**src/hw/exe_pkg.sv**
```systemverilog
package exe_pkg;

    localparam int div_bits = 32;  // divider operand width

    typedef enum logic [4:0] {
        alu_add,
        alu_addu,
        alu_sub,
        alu_subu,
        alu_and,
        alu_or,
        alu_xor,
        alu_nor,
        alu_slt,
        alu_sltu,
        alu_sll,
        alu_srl,
        alu_sra,
        alu_lui,
        alu_div,
        alu_divu
    } alu_op_e;

    typedef enum logic [3:0] {
        mem_none,
        mem_lw,
        mem_lh,
        mem_lhu,
        mem_lb,
        mem_lbu,
        mem_sw,
        mem_sh,
        mem_sb,
        mem_swl,
        mem_swr
    } mem_op_e;

    // MIPS ExcCode values
    typedef enum logic [4:0] {
        exc_none = 5'd0,
        exc_adel = 5'd4,
        exc_ades = 5'd5,
        exc_ov   = 5'd12
    } exc_code_e;

    typedef enum logic [1:0] {
        src2_rt,
        src2_zimm,   // zero-extended imm
        src2_simm,   // sign-extended imm
        src2_eight   // link address offset
    } src2_sel_e;

    typedef struct packed {
        alu_op_e     alu_op;
        mem_op_e     mem_op;
        logic        src1_is_sa;
        logic        src1_is_pc;
        src2_sel_e   src2_sel;
        logic        gr_we;
        logic [4:0]  dest;
        logic [15:0] imm;
        logic [31:0] rs_value;
        logic [31:0] rt_value;
        logic [31:0] pc;
    } ds_to_es_t;

    typedef struct packed {
        logic        ex;
        exc_code_e   exc_code;
        mem_op_e     mem_op;
        logic        gr_we;
        logic [4:0]  dest;
        logic [31:0] result;  // alu result or memory address
        logic [31:0] aux;     // remainder or loaded word
        logic [31:0] pc;
    } es_to_ms_t;

    typedef struct packed {
        logic        wr;
        logic [31:0] addr;
        logic [3:0]  wstrb;
        logic [31:0] wdata;
    } dmem_req_t;

    function automatic logic is_load(mem_op_e op);
        return op inside {mem_lw, mem_lh, mem_lhu, mem_lb, mem_lbu};
    endfunction

    function automatic logic is_store(mem_op_e op);
        return op inside {mem_sw, mem_sh, mem_sb, mem_swl, mem_swr};
    endfunction

endpackage

```
**src/hw/alu_divider.sv**
```systemverilog
module alu_divider (
    input  logic                         clk,
    input  logic                         reset,
    input  logic                         abort,
    input  logic                         start,
    input  logic                         is_signed,
    input  logic [exe_pkg::div_bits-1:0] dividend,
    input  logic [exe_pkg::div_bits-1:0] divisor,
    output logic [exe_pkg::div_bits-1:0] quotient,
    output logic [exe_pkg::div_bits-1:0] remainder,
    output logic                         busy,
    output logic                         done
);
    import exe_pkg::*;

    localparam int cnt_w = $clog2(div_bits + 1);

    logic [div_bits-1:0] rem_q;
    logic [div_bits-1:0] quo_q;  // shifts dividend out, quotient in
    logic [div_bits-1:0] dsr_q;
    logic [cnt_w-1:0]    count;
    logic                neg_q;
    logic                neg_r;
    logic                by_zero;
    logic                dvd_neg;
    logic                dsr_neg;
    logic [div_bits:0]   shifted;
    logic [div_bits:0]   diff;
    logic                fits;

    assign dvd_neg = is_signed && dividend[div_bits-1];
    assign dsr_neg = is_signed && divisor[div_bits-1];

    assign shifted = {rem_q, quo_q[div_bits-1]};
    assign diff    = shifted - {1'b0, dsr_q};
    assign fits    = shifted >= {1'b0, dsr_q};  // restoring step

    always_ff @(posedge clk) begin
        if (reset || abort) begin
            busy  <= 1'b0;
            done  <= 1'b0;
            count <= '0;
        end else begin
            done <= 1'b0;
            if (start) begin
                busy  <= 1'b1;
                count <= cnt_w'(div_bits);
            end else if (busy) begin
                count <= count - 1'b1;
                if (count == cnt_w'(1)) begin  // last iteration
                    busy <= 1'b0;
                    done <= 1'b1;
                end
            end
        end
    end

    always_ff @(posedge clk) begin
        if (start) begin
            rem_q   <= '0;
            quo_q   <= dvd_neg ? -dividend : dividend;
            dsr_q   <= dsr_neg ? -divisor : divisor;
            neg_q   <= dvd_neg ^ dsr_neg;
            neg_r   <= dvd_neg;
            by_zero <= divisor == '0;
        end else if (busy) begin
            rem_q <= fits ? diff[div_bits-1:0] : shifted[div_bits-1:0];
            quo_q <= {quo_q[div_bits-2:0], fits};
        end
    end

    // remainder follows the dividend sign, so /0 returns the dividend
    assign quotient  = by_zero ? '1 : (neg_q ? -quo_q : quo_q);
    assign remainder = neg_r ? -rem_q : rem_q;

    // the stage must hold off a new divide until this one ends
    assert property (@(posedge clk) disable iff (reset) start |-> !busy);

endmodule

```
**src/hw/alu.sv**
```systemverilog
module alu (
    input  logic             clk,
    input  logic             reset,
    input  logic             flush,
    input  logic             start,
    input  exe_pkg::alu_op_e op,
    input  logic [31:0]      src1,
    input  logic [31:0]      src2,
    output logic [31:0]      result,
    output logic [31:0]      remainder,
    output logic             overflow,
    output logic             done
);
    import exe_pkg::*;

    logic [31:0] sum;
    logic [31:0] diff;
    logic [4:0]  sa;
    logic [31:0] comb_result;
    logic        is_div;
    logic        div_start;
    logic [31:0] div_quo;
    logic [31:0] div_rem;
    logic        div_done;

    assign sum  = src1 + src2;
    assign diff = src1 - src2;
    assign sa   = src1[4:0];

    always_comb begin
        comb_result = '0;
        overflow    = 1'b0;
        case (op)
            alu_add: begin
                comb_result = sum;
                overflow    = (src1[31] == src2[31]) && (sum[31] != src1[31]);
            end
            alu_sub: begin
                comb_result = diff;
                overflow    = (src1[31] != src2[31]) && (diff[31] != src1[31]);
            end
            alu_addu: comb_result = sum;
            alu_subu: comb_result = diff;
            alu_and:  comb_result = src1 & src2;
            alu_or:   comb_result = src1 | src2;
            alu_xor:  comb_result = src1 ^ src2;
            alu_nor:  comb_result = ~(src1 | src2);
            alu_slt:  comb_result = {31'b0, $signed(src1) < $signed(src2)};
            alu_sltu: comb_result = {31'b0, src1 < src2};
            alu_sll:  comb_result = src2 << sa;
            alu_srl:  comb_result = src2 >> sa;
            alu_sra:  comb_result = $unsigned($signed(src2) >>> sa);
            alu_lui:  comb_result = {src2[15:0], 16'b0};
            default:  comb_result = '0;  // div results come from the divider
        endcase
    end

    assign is_div    = (op == alu_div) || (op == alu_divu);
    assign div_start = start && is_div;

    alu_divider u_divider (
        .clk       (clk),
        .reset     (reset),
        .abort     (flush),
        .start     (div_start),
        .is_signed (op == alu_div),
        .dividend  (src1),
        .divisor   (src2),
        .quotient  (div_quo),
        .remainder (div_rem),
        .busy      (),
        .done      (div_done)
    );

    assign result    = is_div ? div_quo : comb_result;
    assign remainder = is_div ? div_rem : '0;
    assign done      = is_div ? div_done : 1'b1;  // single-cycle ops are ready at once

endmodule

```
**src/hw/store_align.sv**
```systemverilog
module store_align (
    input  exe_pkg::mem_op_e mem_op,
    input  logic [1:0]       addr_low,
    input  logic [31:0]      rt_value,
    output logic [3:0]       wstrb,
    output logic [31:0]      wdata,
    output logic             ades,
    output logic             adel
);
    import exe_pkg::*;

    always_comb begin
        wstrb = 4'b0000;  // loads and non-memory ops
        wdata = rt_value;
        case (mem_op)
            mem_sb: begin
                wstrb = 4'b0001 << addr_low;
                wdata = {4{rt_value[7:0]}};
            end
            mem_sh: begin
                wstrb = addr_low[1] ? 4'b1100 : 4'b0011;
                wdata = {2{rt_value[15:0]}};
            end
            mem_sw: begin
                wstrb = 4'b1111;
            end
            // swl writes the upper bytes of rt into the low lanes
            mem_swl: begin
                wstrb = 4'b1111 >> ~addr_low;
                wdata = rt_value >> {~addr_low, 3'b000};
            end
            // swr writes the low bytes of rt from the addressed lane up
            mem_swr: begin
                wstrb = 4'b1111 << addr_low;
                wdata = rt_value << {addr_low, 3'b000};
            end
            default: begin
                wstrb = 4'b0000;
                wdata = rt_value;
            end
        endcase
    end

    assign ades = ((mem_op == mem_sh) && addr_low[0]) ||
                  ((mem_op == mem_sw) && (addr_low != 2'b00));

    assign adel = ((mem_op == mem_lh || mem_op == mem_lhu) && addr_low[0]) ||
                  ((mem_op == mem_lw) && (addr_low != 2'b00));

endmodule

```
**src/hw/exe_stage.sv**
```systemverilog
module exe_stage (
    input  logic               clk,
    input  logic               reset,
    input  logic               flush,
    input  logic               in_valid,
    input  exe_pkg::ds_to_es_t in_bus,
    output logic               allowin,
    input  logic               ms_allowin,
    output logic               out_valid,
    output exe_pkg::es_to_ms_t out_bus,
    output logic               req_valid,
    output exe_pkg::dmem_req_t req,
    input  logic               addr_ok,
    input  logic               data_ok,
    input  logic [31:0]        rdata
);
    import exe_pkg::*;

    logic        es_valid;
    ds_to_es_t   bus_r;
    logic        started;   // request sent or divide launched
    logic        mem_done;  // data_ok seen
    logic        alu_done_r;
    logic [31:0] rdata_r;
    logic [31:0] src1;
    logic [31:0] src2;
    logic [31:0] alu_result;
    logic [31:0] alu_rem;
    logic        alu_overflow;
    logic        alu_done;
    logic [3:0]  wstrb;
    logic [31:0] wdata;
    logic        ades;
    logic        adel;
    logic        ex;
    exc_code_e   exc_code;
    logic        is_mem;
    logic        data_hit;
    logic        ready_go;

    assign is_mem = bus_r.mem_op != mem_none;

    assign src1 = bus_r.src1_is_sa ? {27'b0, bus_r.imm[10:6]} :
                  bus_r.src1_is_pc ? bus_r.pc : bus_r.rs_value;

    always_comb begin
        case (bus_r.src2_sel)
            src2_zimm:  src2 = {16'b0, bus_r.imm};
            src2_simm:  src2 = {{16{bus_r.imm[15]}}, bus_r.imm};
            src2_eight: src2 = 32'd8;
            default:    src2 = bus_r.rt_value;
        endcase
    end

    alu u_alu (
        .clk       (clk),
        .reset     (reset),
        .flush     (flush),
        .start     (es_valid && !started),
        .op        (bus_r.alu_op),
        .src1      (src1),
        .src2      (src2),
        .result    (alu_result),
        .remainder (alu_rem),
        .overflow  (alu_overflow),
        .done      (alu_done)
    );

    store_align u_store_align (
        .mem_op   (bus_r.mem_op),
        .addr_low (alu_result[1:0]),
        .rt_value (bus_r.rt_value),
        .wstrb    (wstrb),
        .wdata    (wdata),
        .ades     (ades),
        .adel     (adel)
    );

    assign ex       = alu_overflow | ades | adel;
    assign exc_code = alu_overflow ? exc_ov :
                      ades         ? exc_ades :
                      adel         ? exc_adel : exc_none;

    // a late data_ok from a flushed request finds started cleared
    assign data_hit = es_valid && started && !mem_done && data_ok;

    assign ready_go  = ex     ? 1'b1 :
                       is_mem ? (data_hit || mem_done) : (alu_done || alu_done_r);
    assign allowin   = !es_valid || (ready_go && ms_allowin);
    assign out_valid = es_valid && ready_go;

    always_ff @(posedge clk) begin
        if (reset || flush) begin
            es_valid   <= 1'b0;
            started    <= 1'b0;
            mem_done   <= 1'b0;
            alu_done_r <= 1'b0;
        end else if (allowin) begin
            es_valid   <= in_valid;
            started    <= 1'b0;
            mem_done   <= 1'b0;
            alu_done_r <= 1'b0;
        end else begin
            if (req_valid || !is_mem)
                started <= 1'b1;
            if (data_hit)
                mem_done <= 1'b1;
            if (alu_done)
                alu_done_r <= 1'b1;  // hold divider done under back-pressure
        end
    end

    always_ff @(posedge clk) begin
        if (in_valid && allowin)
            bus_r <= in_bus;
        if (data_hit)
            rdata_r <= rdata;
    end

    assign req_valid = es_valid && is_mem && !ex && !started && addr_ok;

    assign req.wr    = is_store(bus_r.mem_op);
    assign req.addr  = alu_result;
    assign req.wstrb = wstrb;
    assign req.wdata = wdata;

    always_comb begin
        out_bus          = '0;
        out_bus.ex       = ex;
        out_bus.exc_code = exc_code;
        out_bus.mem_op   = bus_r.mem_op;
        out_bus.gr_we    = bus_r.gr_we;
        out_bus.dest     = bus_r.dest;
        out_bus.result   = alu_result;
        out_bus.pc       = bus_r.pc;
        if (is_load(bus_r.mem_op))
            out_bus.aux = mem_done ? rdata_r : rdata;
        else
            out_bus.aux = alu_rem;
    end

    // only a legal load or store encoding reaches the RAM
    assert property (@(posedge clk) disable iff (reset)
        req_valid |-> (is_load(bus_r.mem_op) || is_store(bus_r.mem_op)) && !ex);

    // one request per instruction
    assert property (@(posedge clk) disable iff (reset)
        req_valid |=> !req_valid);

    assert property (@(posedge clk) disable iff (reset)
        out_valid && !ms_allowin && !flush |=> out_valid && $stable(out_bus));

endmodule

```
**config.mk**
```make
export PLATFORM = sky130hd
export DESIGN_NAME = exe_stage
export DESIGN_NICKNAME = d
export VERILOG_FILES = /design/src/hw/exe_pkg.sv /design/src/hw/alu_divider.sv /design/src/hw/alu.sv /design/src/hw/store_align.sv /design/src/hw/exe_stage.sv
export SDC_FILE = /design/constraint.sdc
export NUM_CORES = 1
export LEC_CHECK = 0
export BUFFER_PORTS_ARGS = -buffer_cell sky130_fd_sc_hd__buf_2
export CAP_MARGIN = 20
export CELL_PAD_IN_SITES_DETAIL_PLACEMENT = 1
export CELL_PAD_IN_SITES_GLOBAL_PLACEMENT = 1
export CORE_MARGIN = 8
export CORE_UTILIZATION = 46
export CTS_BUF_LIST = sky130_fd_sc_hd__clkbuf_4
export CTS_CLUSTER_SIZE = 14
export DETAILED_ROUTE_END_ITERATION = 7
export MAX_ROUTING_LAYER = met4
export PLACE_DENSITY = 0.94
export SLEW_MARGIN = 5
export SYNTH_ARGS = -nofsm -noshare
export SYNTH_HDL_FRONTEND = slang
export SYNTH_SLANG_ARGS = --single-unit
export TNS_END_PERCENT = 1
```
**constraint.sdc**
```tcl
create_clock -name clk -period 11.3 [get_ports clk]
set_input_delay 1.695 -clock clk [delete_from_list [all_inputs] [get_ports clk]]
set_output_delay 1.695 -clock clk [all_outputs]
set_load 0.01 [all_outputs]
```
======== Yosys cells after proc, flatten, opt, wreduce, memory -nomap -nowiden ========
Index checks and enable logic that the tools add are counted.
word-level totals
  register bits after elaboration ......... 274
  word-level logic and storage cells ...... 165
  bits of input ports ..................... 170
  output and inout port bits .............. 184
cells by class
  reduce and logical (&&, ||, !) cells .... 46
  shifts and indexed selects .............. 8
  muxes and demuxes ....................... 32
  magnitude comparators ................... 3
  eq/ne operators ......................... 33
  bitwise logic cells ..................... 9
  add/sub/neg operators ................... 8
operators by type and width
  kind                number
  $mux 32             14
  $pmux 32 s12        1
  $neg 32->32         4
  $pmux 32 s4         1
  $pmux 32 s3         1
  $lt 32x32->1        2
  $shl 32x5->32       2
  $shr 32x5->32       2
  $sub 32x32->32      2
  $eq 5x4->1 const B  8
  $ge 33x32->1        1
  $add 32x32->32      1
  $and 32x32->32      1
  $logic_not 32->1    1
  $not 32->32         1
  $or 32x32->32       1
  $sshr 32x5->32      1
  $xor 32x32->32      1
  $eq 5x3->1 const B  4
  $logic_and 1x1->1   20
  $pmux 4 s5          1
  $eq 4x3->1 const B  4
  $eq 4x4->1 const B  3
  $mux 6              2
  29 further kinds    60

======== Logic depth before layout (Yosys ltp) ========
Gate-level depths: netlist of run 1.
  depth after elaboration ................. 16
  depth in mapped cells ................... 23
  depth with buffers taken out ............ 17

======== Modules after synthesis ========
A second synthesis of run 1 with hierarchy kept.
second synthesis, totals
  cells, all modules ...................... 3169
  area total of the unflattened synthesis .. 26661.8 um^2
modules (own cells, without submodules)
  module       times used  sequential area each (um^2)  area each (um^2)  cells each
  alu          1           0.0                          9127.5            1381
  alu_divider  1           2812.7                       8673.3            1050
  exe_stage    1           4974.8                       7375.8            535
  store_align  1           0.0                          1485.2            203

======== Worst setup path after synthesis of run 1 ========
Ideal clock, no wire load.
  path type ............................... input to register
  from .................................... input in_valid
  to ...................................... register bus_r[100] in the netlist's numbering, enable pin
  arrival ................................. 7948 ps
  buffers on the path ..................... 0
  cell stages on the path ................. 2
  setup time .............................. 657 ps
  setup slack ............................. 2695 ps
  required time ........................... 10643 ps
  cell sequence ........................... inv_1 -> o2bb2ai_1
between the ends
  cells in the longest elaborated chain, start to end .. 1
ends and longest elaborated chain
  element               line              text
  from (decl)           exe_stage.sv:5    input logic in_valid,
  $logic_and 1x1->1     exe_stage.sv:114  if (in_valid && allowin)
  to (signal assigned)  exe_stage.sv:115  bus_r <= in_bus;
  to (decl)             exe_stage.sv:20   ds_to_es_t bus_r;
No other way between the ends.
A chain may end at the register's enable or synchronous reset.

==> results of run 1 <==
cells in the final DEF (no fill, tap or decap), drive strengths merged, types with 15 or more instances in the layout:
master and count:
a31oi 51, clkbuf 107, nand2b 24, edfxtp 230, or3 23, nand3 60, a211o 17, o22ai 78
buf 410, mux2i 203, a211oi 64, o31ai 38, xnor2 129, o211ai 48, a22oi 23, diode 15
clkinv 32, a221oi 27, inv 162, a21oi 267, nor2b 33, o21a 18, or4 17, nand2 276
nand4 29, nor2 298, ha 135, o21bai 21, nor3 60, o21ai 337, xor2 41, a21o 24
and3 22, or2 20, dfxtp 44
state kept, by name, indices dropped and copies added (netlist names):
signal / count
u_alu.u_divider.rem_q: 32
out_bus: 42
bus_r: 89
u_alu.u_divider.count: 6
u_alu.u_divider.by_zero: 1
es_valid: 1
u_alu.u_divider.quo_q: 32
rdata_r: 32
u_alu.u_divider.neg_r: 1
started: 1
alu_done_r: 1
mem_done: 1
u_alu.u_divider.neg_q: 1
u_alu.u_divider.done: 1
u_alu.u_divider.dsr_q: 32
u_alu.u_divider.busy: 1
metrics by stage:
step / total power [mW] / setup slack (ps) / cell area (um2)
after global routing: 4.213 / 1869 / 29710
after floorplan: 2.442 / 2695 / 27020
final: 4.027 / 2246 / 29710
after global placement: 2.949 / 3434 / 28670
after detailed placement: 2.999 / 3278 / 28670
after CTS: 3.986 / 2357 / 29670
power by group:
part	switching (mW)	internal (mW)
clock network	0.480	0.484
registers	0.113	1.17
logic	1.19	0.590
total	1.78	2.25
cell usage after synthesis, types with 51 or more instances:
master,n,share of area [%]
o21ai_0,313,5.8
mux2i_1,199,7.4
xnor2_1,129,4.2
o22ai_1,76,1.8
nor2_1,294,4.1
ha_1,135,6.3
clkbuf_1,143,2.0
inv_1,148,2.1
a21oi_1,267,4.9
nand2_1,274,3.8
nand3_1,60,1.1
a211oi_1,62,1.7
buf_4,89,2.5
edfxtp_1,230,26
a31oi_1,51,1.2
nor3_1,58,1.1
per-layer routing:
layer	GRT usage (%)	up-vias	part of all wire, %
li1	-	12600	-
met1	45.73	14090	39
met2	57.19	1724	45
met3	7.664	399	9.6
met4	21.17	0	6.4
met5	-	-	0
critical path: stages, from the launching register on:
cell and delay [ps]:
edfxtp_1 1040, buf_4 440, mux2i_1 140, o2bb2ai_2 530, inv_1 330, ha_1 520
nor4_1 430, nand4_1 190, a21oi_1 220, o21a_1 230, a21o_1 270, a211oi_2 170
a211oi_4 230, buf_4 500, and3_1 690, a21oi_1 150, a21oi_1 230, buf_2 190
worst max-delay path by stage:
stage | depth (start not counted) | endpoint | slack (ps) | startpoint
2_1_floorplan | 2 | bus_r[100] | 2690 | in_valid
3_3_place_gp | 18 | req[16] | 3430 | bus_r[119]
3_5_place_dp | 18 | req[16] | 3280 | bus_r[119]
4_1_cts | 18 | req[16] | 2360 | bus_r[119]
5_1_grt | 18 | req[16] | 1870 | bus_r[119]
6_report | 17 | req[8] | 2250 | bus_r[119]
layout make-up:
type	instances	area, um2
clock inverters	33	205.2
clock buffers	105	788.3
fillers	7302	28860
flip-flops and latches	274	7790
multi-input cells	2580	17090
inverters	164	615.6
well taps	773	967.2
diodes	15	37.54
repair buffers	412	2222
cell families (layout without fill, tap and decap cells):
group	Yosys count	in the layout
other	1	17
DFF	274	274
AOI/OAI and AO/OA	1138	1138
and+or+nand+nor	919	919
buffers and inverters	460	714
adders and majority gates	138	138
xor gates and xnor gates	170	170
muxes	213	213
==> impl_results.rst, run 1 <==
.. list-table::
   :header-rows: 1

   * - Metric
     - Value
   * - Async set-reset flop share out of synthesis
     - 0%
   * - Tightest slew margin relative to the limit
     - 22.17%
   * - HPWL after detailed placement
     - 96.35 mm
   * - Compound-cell area share of the yosys netlist
     - between 20% and 30%
   * - Max capacitance violation total
     - 0
   * - Adder-cell share of the synthesized area
     - approximately 6.5%
   * - Wirelength per Cell
     - 29.06 um
   * - Die Span X
     - between 200 and 300 um
   * - Drt drc
     - 0
   * - Hold-critical path endpoint
     - u_alu.u_divider.count[1]
   * - Slew Limit Fails
     - 0
   * - Post-Synth XOR/XNOR Area
     - between 5 and 6%
   * - Cell count of the worst hold path
     - 2
   * - Register-to-register setup slack
     - between 3000 and 4000 ps
   * - Crit path required time
     - between 9000 and 10000 ps
   * - Nature of the critical path startpoint
     - register
   * - Die Y
     - approximately 260 um
   * - TritonCTS clock tree
     - done
   * - Post-synthesis share of cell area spent on and, or, nand and nor gates
     - between 10% and 20%
   * - Unrepaired setup endpoints after global routing
     - false
   * - Post-Layout Cell Count
     - around 4.4k
   * - Count of cell types in the netlist
     - between 100 and 150
   * - Dominant synthesized flop cell
     - edfxtp_1
   * - Worst-path maximum fanout
     - 43
   * - Setup TNS
     - 0 ps
   * - Clock sinks
     - 274
   * - Post CTS Setup Buffer Count
     - 0
   * - Boundary Pins
     - 354
   * - Post-synthesis mux area share
     - under 10%
   * - HP Start
     - u_alu.u_divider.count[1]
   * - Static leakage power
     - around 12 nW
   * - Count of synthesis-stage warnings from yosys
     - 0
   * - RD Place Congestion
     - between 1 and 1.5
   * - Effective utilization at floorplan
     - about 46%
   * - Capture instance of the worst register-to-register path
     - bus_r[84]
   * - Avg Cell Area, Syn
     - ~8.2 um2
   * - Result of the run
     - finished clean
   * - Growth of design area from synthesis to finish
     - 9.995%
   * - Minimum hold slack
     - roughly 500 ps
   * - Maximum level of the CTS H-tree
     - 3
   * - First-pass GRT wire length
     - 187.3 mm
   * - Total Routed Length
     - 126.6 mm
   * - Sum of overflow across all layers after global routing
     - 0
   * - Hold Vio Cnt, Final
     - 0
   * - Power Dens Cells
     - roughly 140 nW/um2
   * - Detailed Route Iter0 Violations
     - 3246
   * - Via count
     - approximately 29k
   * - Clock period minus final worst setup slack
     - between 9000 and 10000 ps
   * - Cell area after synthesis
     - 27010 um2
   * - # hold bufs at CTS
     - 0
   * - Arrival @ worst endpoint
     - around 7400 ps
   * - Largest family of logic cells by synthesized area
     - compound AO/OA/AOI/OAI gates
   * - Detail Route Antenna Nets
     - 0
   * - Max IR drop VDD
     - approximately 0.11 mV
   * - Post-synthesis sequential area ratio
     - ~29%
   * - GRT Util Overall
     - approximately 37%
   * - Quantity of I/O buffers inserted on ports
     - 351
   * - Antenna violations before repair
     - 13
   * - DIE AREA
     - between 60000 and 70000 um2
   * - Initial DRT Pass Iterations
     - 5
   * - Share of layout cells above drive strength 1
     - 17.91%
   * - Root buf cell
     - clkbuf_4
   * - # setup viols final
     - 0
   * - Final clock skew
     - just over 80 ps
   * - Clock latency on the worst-skew pair
     - 860 ps
   * - Maximum number of pins on one net before global-route repair
     - around 130
   * - Flops & latches, synth
     - 274
   * - Number of enable flip-flop cells after synthesis
     - 230
   * - Number of placement rows
     - between 80 and 90
   * - Number of global-route vias before repair
     - ~29k
   * - Post-Route Utilization
     - 50.73%
   * - Reg2reg path depth
     - 17
   * - Nets
     - 3819
   * - Category of the critical setup timing path
     - reg -> out
   * - Total clock buffers created by CTS
     - 79
   * - Share of the cycle needed by the critical path after routing
     - about four fifths
   * - Cells after DPL
     - approximately 4.2k
   * - Launch point of the worst reg-to-reg path
     - bus_r[119]
   * - Clock transition at path regs
     - approximately 80 ps
   * - Gate count after technology mapping
     - approximately 3.3k
   * - Buffers from clock root to sink, at most
     - 3
   * - Quantity of gates resized following cts
     - 0
   * - Transition time at the pin with the least slew margin
     - around 1200 ps
   * - Max frequency
     - 0.1104 GHz
   * - Area inside the core boundary
     - 58570 um2
   * - Kind of path behind the tightest hold check
     - reg -> reg
   * - Critical path endpoint category
     - primary output
   * - Post-DR vias/cell
     - between 6 and 7
Power figures use the tool's default switching activity.
==> run 2: changes to the inputs <==
==> constraint.sdc (replaced) <==
create_clock -name clk -period 9.1 [get_ports clk]
set_input_delay 1.365 -clock clk [delete_from_list [all_inputs] [get_ports clk]]
set_output_delay 1.365 -clock clk [all_outputs]
set_load 0.01 [all_outputs]
==> impl_results.rst, run 2 (same netlist as run 1, synthesis figures left out) <==
.. list-table::
   :header-rows: 1

   * - Metric
     - Value
   * - Nets
     - 3828 (+0.24%)
   * - Arrival @ worst endpoint
     - 7060 ps (-300 ps)
   * - Hold Vio Cnt, Final
     - 0 (unchanged)
   * - Area inside the core boundary
     - 58570 um2 (unchanged)
   * - Boundary Pins
     - 354 (unchanged)
   * - Maximum level of the CTS H-tree
     - 3 (unchanged)
   * - DIE AREA
     - 66730 um2 (unchanged)
   * - Share of layout cells above drive strength 1
     - 17.99% (+0.084 points)
   * - Buffers from clock root to sink, at most
     - 3 (unchanged)
   * - Drt drc
     - 0 (unchanged)
   * - RD Place Congestion
     - 1.088 (-0.31%)
   * - Detailed Route Iter0 Violations
     - 3202 (-1.4%)
   * - Die Y
     - 258.3 um (unchanged)
   * - Clock sinks
     - 274 (unchanged)
   * - Post-DR vias/cell
     - 6.650 (+0.54%)
   * - Max capacitance violation total
     - 0 (unchanged)
   * - Root buf cell
     - clkbuf_4
   * - Tightest slew margin relative to the limit
     - 22.29% (+0.13 points)
   * - Kind of path behind the tightest hold check
     - reg -> reg
   * - HPWL after detailed placement
     - 96.14 mm (-0.22%)
   * - Maximum number of pins on one net before global-route repair
     - 126 (unchanged)
   * - Met3 demand-to-capacity share in global routing
     - 7.411% (-0.25 points)
   * - Highest-utilization routing layer at the global route stage
     - met2
   * - GR Layer Usage met1
     - 44.32% (-1.4 points)
   * - Setup TNS
     - 0 ps (unchanged)
   * - Initial DRT Pass Iterations
     - 5 (unchanged)
   * - # setup viols final
     - 0 (unchanged)
   * - Leading cell type in the layout, fill and taps excluded
     - buf_2
   * - Effective utilization at floorplan
     - 46.12% (unchanged)
   * - Leading cell types in the layout, fill and taps excluded
     - buf_2 (351), o21ai_0 (313), nor2_1 (292)
   * - Critical path endpoint category
     - primary output
   * - First-pass GRT wire length
     - 183.6 mm (-2.0%)
   * - Met2 global-route usage
     - 56.52% (-0.67 points)
   * - Max frequency
     - 0.1187 GHz
   * - Clock period minus final worst setup slack
     - between 8000 and 9000 ps
   * - GRT Util Overall
     - 36.49% (-0.86 points)
   * - Combined area of the multi-input logic cells
     - 17090 um2 (unchanged)
   * - Result of the run
     - finished clean
   * - Final clock skew
     - 73.34 ps (-9.619 ps)
   * - Quantity of I/O buffers inserted on ports
     - 351 (unchanged)
   * - Worst-path maximum fanout
     - 16 (-63%)
   * - Clock transition at path regs
     - 70 ps (about the same)
   * - Number of flip-flops in the largest register
     - 89 (unchanged)
   * - Category of the critical setup timing path
     - reg -> out
   * - # hold bufs at CTS
     - 0 (unchanged)
   * - Wirelength per Cell
     - 28.60 um (-1.6%)
   * - Total Routed Length
     - 124.4 mm (-1.7%)
   * - Max IR drop VDD
     - 0.1279 mV (+16%)
   * - Number of global-route vias before repair
     - 28.63k (-1.5%)
   * - Post CTS Setup Buffer Count
     - 0 (unchanged)
   * - Detail Route Antenna Nets
     - 0 (unchanged)
   * - Growth of design area from synthesis to finish
     - 10.06% (about the same)
   * - Number of placement rows
     - 89 (unchanged)
   * - Pre-CTS worst setup slack
     - 1684 ps (-1595 ps)
   * - Share of the cycle needed by the critical path after routing
     - between 90% and 100%
   * - FF+latch area
     - 7790 um2 (unchanged)
   * - TritonCTS clock tree
     - done
   * - Unrepaired setup endpoints after global routing
     - false
   * - Sum of overflow across all layers after global routing
     - 0 (unchanged)
   * - Register-to-register setup slack
     - 1760 ps (-1990 ps)
   * - Via count
     - 28.92k (+0.37%)
   * - Static leakage power
     - 12.09 nW (+0.14%)
   * - Placed cell area
     - 28740 um2 (+0.23%)
   * - Register ranked first by flip-flop count
     - bus_r
   * - Crit path required time
     - 7740 ps (-1870 ps)
   * - Power Dens Cells
     - 166.6 nW/um2 (+23%)
   * - Min setup slack post-route
     - 672.1 ps (-1574 ps)
   * - Clock latency on the worst-skew pair
     - 860 ps (about the same)
   * - Die Span X
     - 258.3 um (unchanged)
   * - Quantity of gates resized following cts
     - 0 (unchanged)
   * - Nature of the critical path startpoint
     - register
   * - Slew Limit Fails
     - 0 (unchanged)
   * - Transition time at the pin with the least slew margin
     - 1153 ps (-1.858 ps)
   * - Count of filler cells inserted in the layout
     - 7307 (+0.068%)
   * - Antenna violations before repair
     - 8 (-5)
   * - Final cell area excluding filler cells
     - 29730 um2 (about the same)
   * - Total clock buffers created by CTS
     - 82 (+3.8%)
## run 2: cell types whose count changed in the layout (fill, tap and decap cells not counted)
cell,before,now
clkbuf_4,105,115
clkinv_2,12,2
diode_2,15,8
buf_4,58,64
clkinv_1,19,16
bufinv_16,2,0
clkbuf_2,2,0
clkinv_4,1,3
buf_12,1,2
buf_16,0,1
clkinvlp_4,1,0
inv_2,14,13
inv_6,1,0
## run 2: final timing paths
kind | from | end | depth (start not counted)
setup / recovery | bus_r[119] | allowin | 16
hold / removal | u_alu.u_divider.rem_q[1] | u_alu.u_divider.rem_q[2] | 2
setup reg to reg | bus_r[119] | bus_r[82] | 16
hold reg to reg | u_alu.u_divider.rem_q[1] | u_alu.u_divider.rem_q[2] | 2
## run 2: per-stage QoR
step	instances	hold slack, ps	utilization, %	total power [mW]
2_1_floorplan	3314	468.5	-	3.033
3_3_place_gp	4208	485.7	49.06	3.670
3_5_place_dp	4208	520.0	49.06	3.733
4_1_cts	4340	470.1	50.68	4.906
5_1_grt	4349	506.1	50.76	5.174
6_report	4349	503.8	50.76	4.953
## run 2: critical path: stages, from the launching register on
cell and delay, ps:
edfxtp_1 730, nor2b_2 750, o2bb2ai_2 450, inv_1 540
ha_1 550, inv_1 200, a21oi_1 90, o31a_1 310
o31a_1 300, a2111oi_1 550, o31ai_1 160, nand4_1 110
o211ai_1 360, nor4_4 560, nand2_2 210, a21bo_1 220
buf_2 130
## run 2: metal layers
layer | part of all wire [%] | routed length [um]
met1 | 39 | 48550
met2 | 45 | 56240
met3 | 9.4 | 11690
met4 | 6.3 | 7888
met5 | 0 | 0
## run 2: cell type report
cell class | instances | share of cell area (%)
multi-input combinational | 2580 | 57.48
sequential | 274 | 26.20
timing repair buffer | 418 | 7.752
tap | 773 | 3.253
clock buffer | 115 | 2.904
inverter | 164 | 2.071
clock inverter | 17 | 0.2736
antenna | 8 | 0.06734
## run 2: report_power, final
group | leakage (nW) | internal (mW) | total, mW | switching [mW]
Sequential | 2.54 | 1.46 | 1.60 | 0.142
Clock | 0.568 | 0.576 | 1.15 | 0.572
Combinational | 8.98 | 0.735 | 2.21 | 1.47
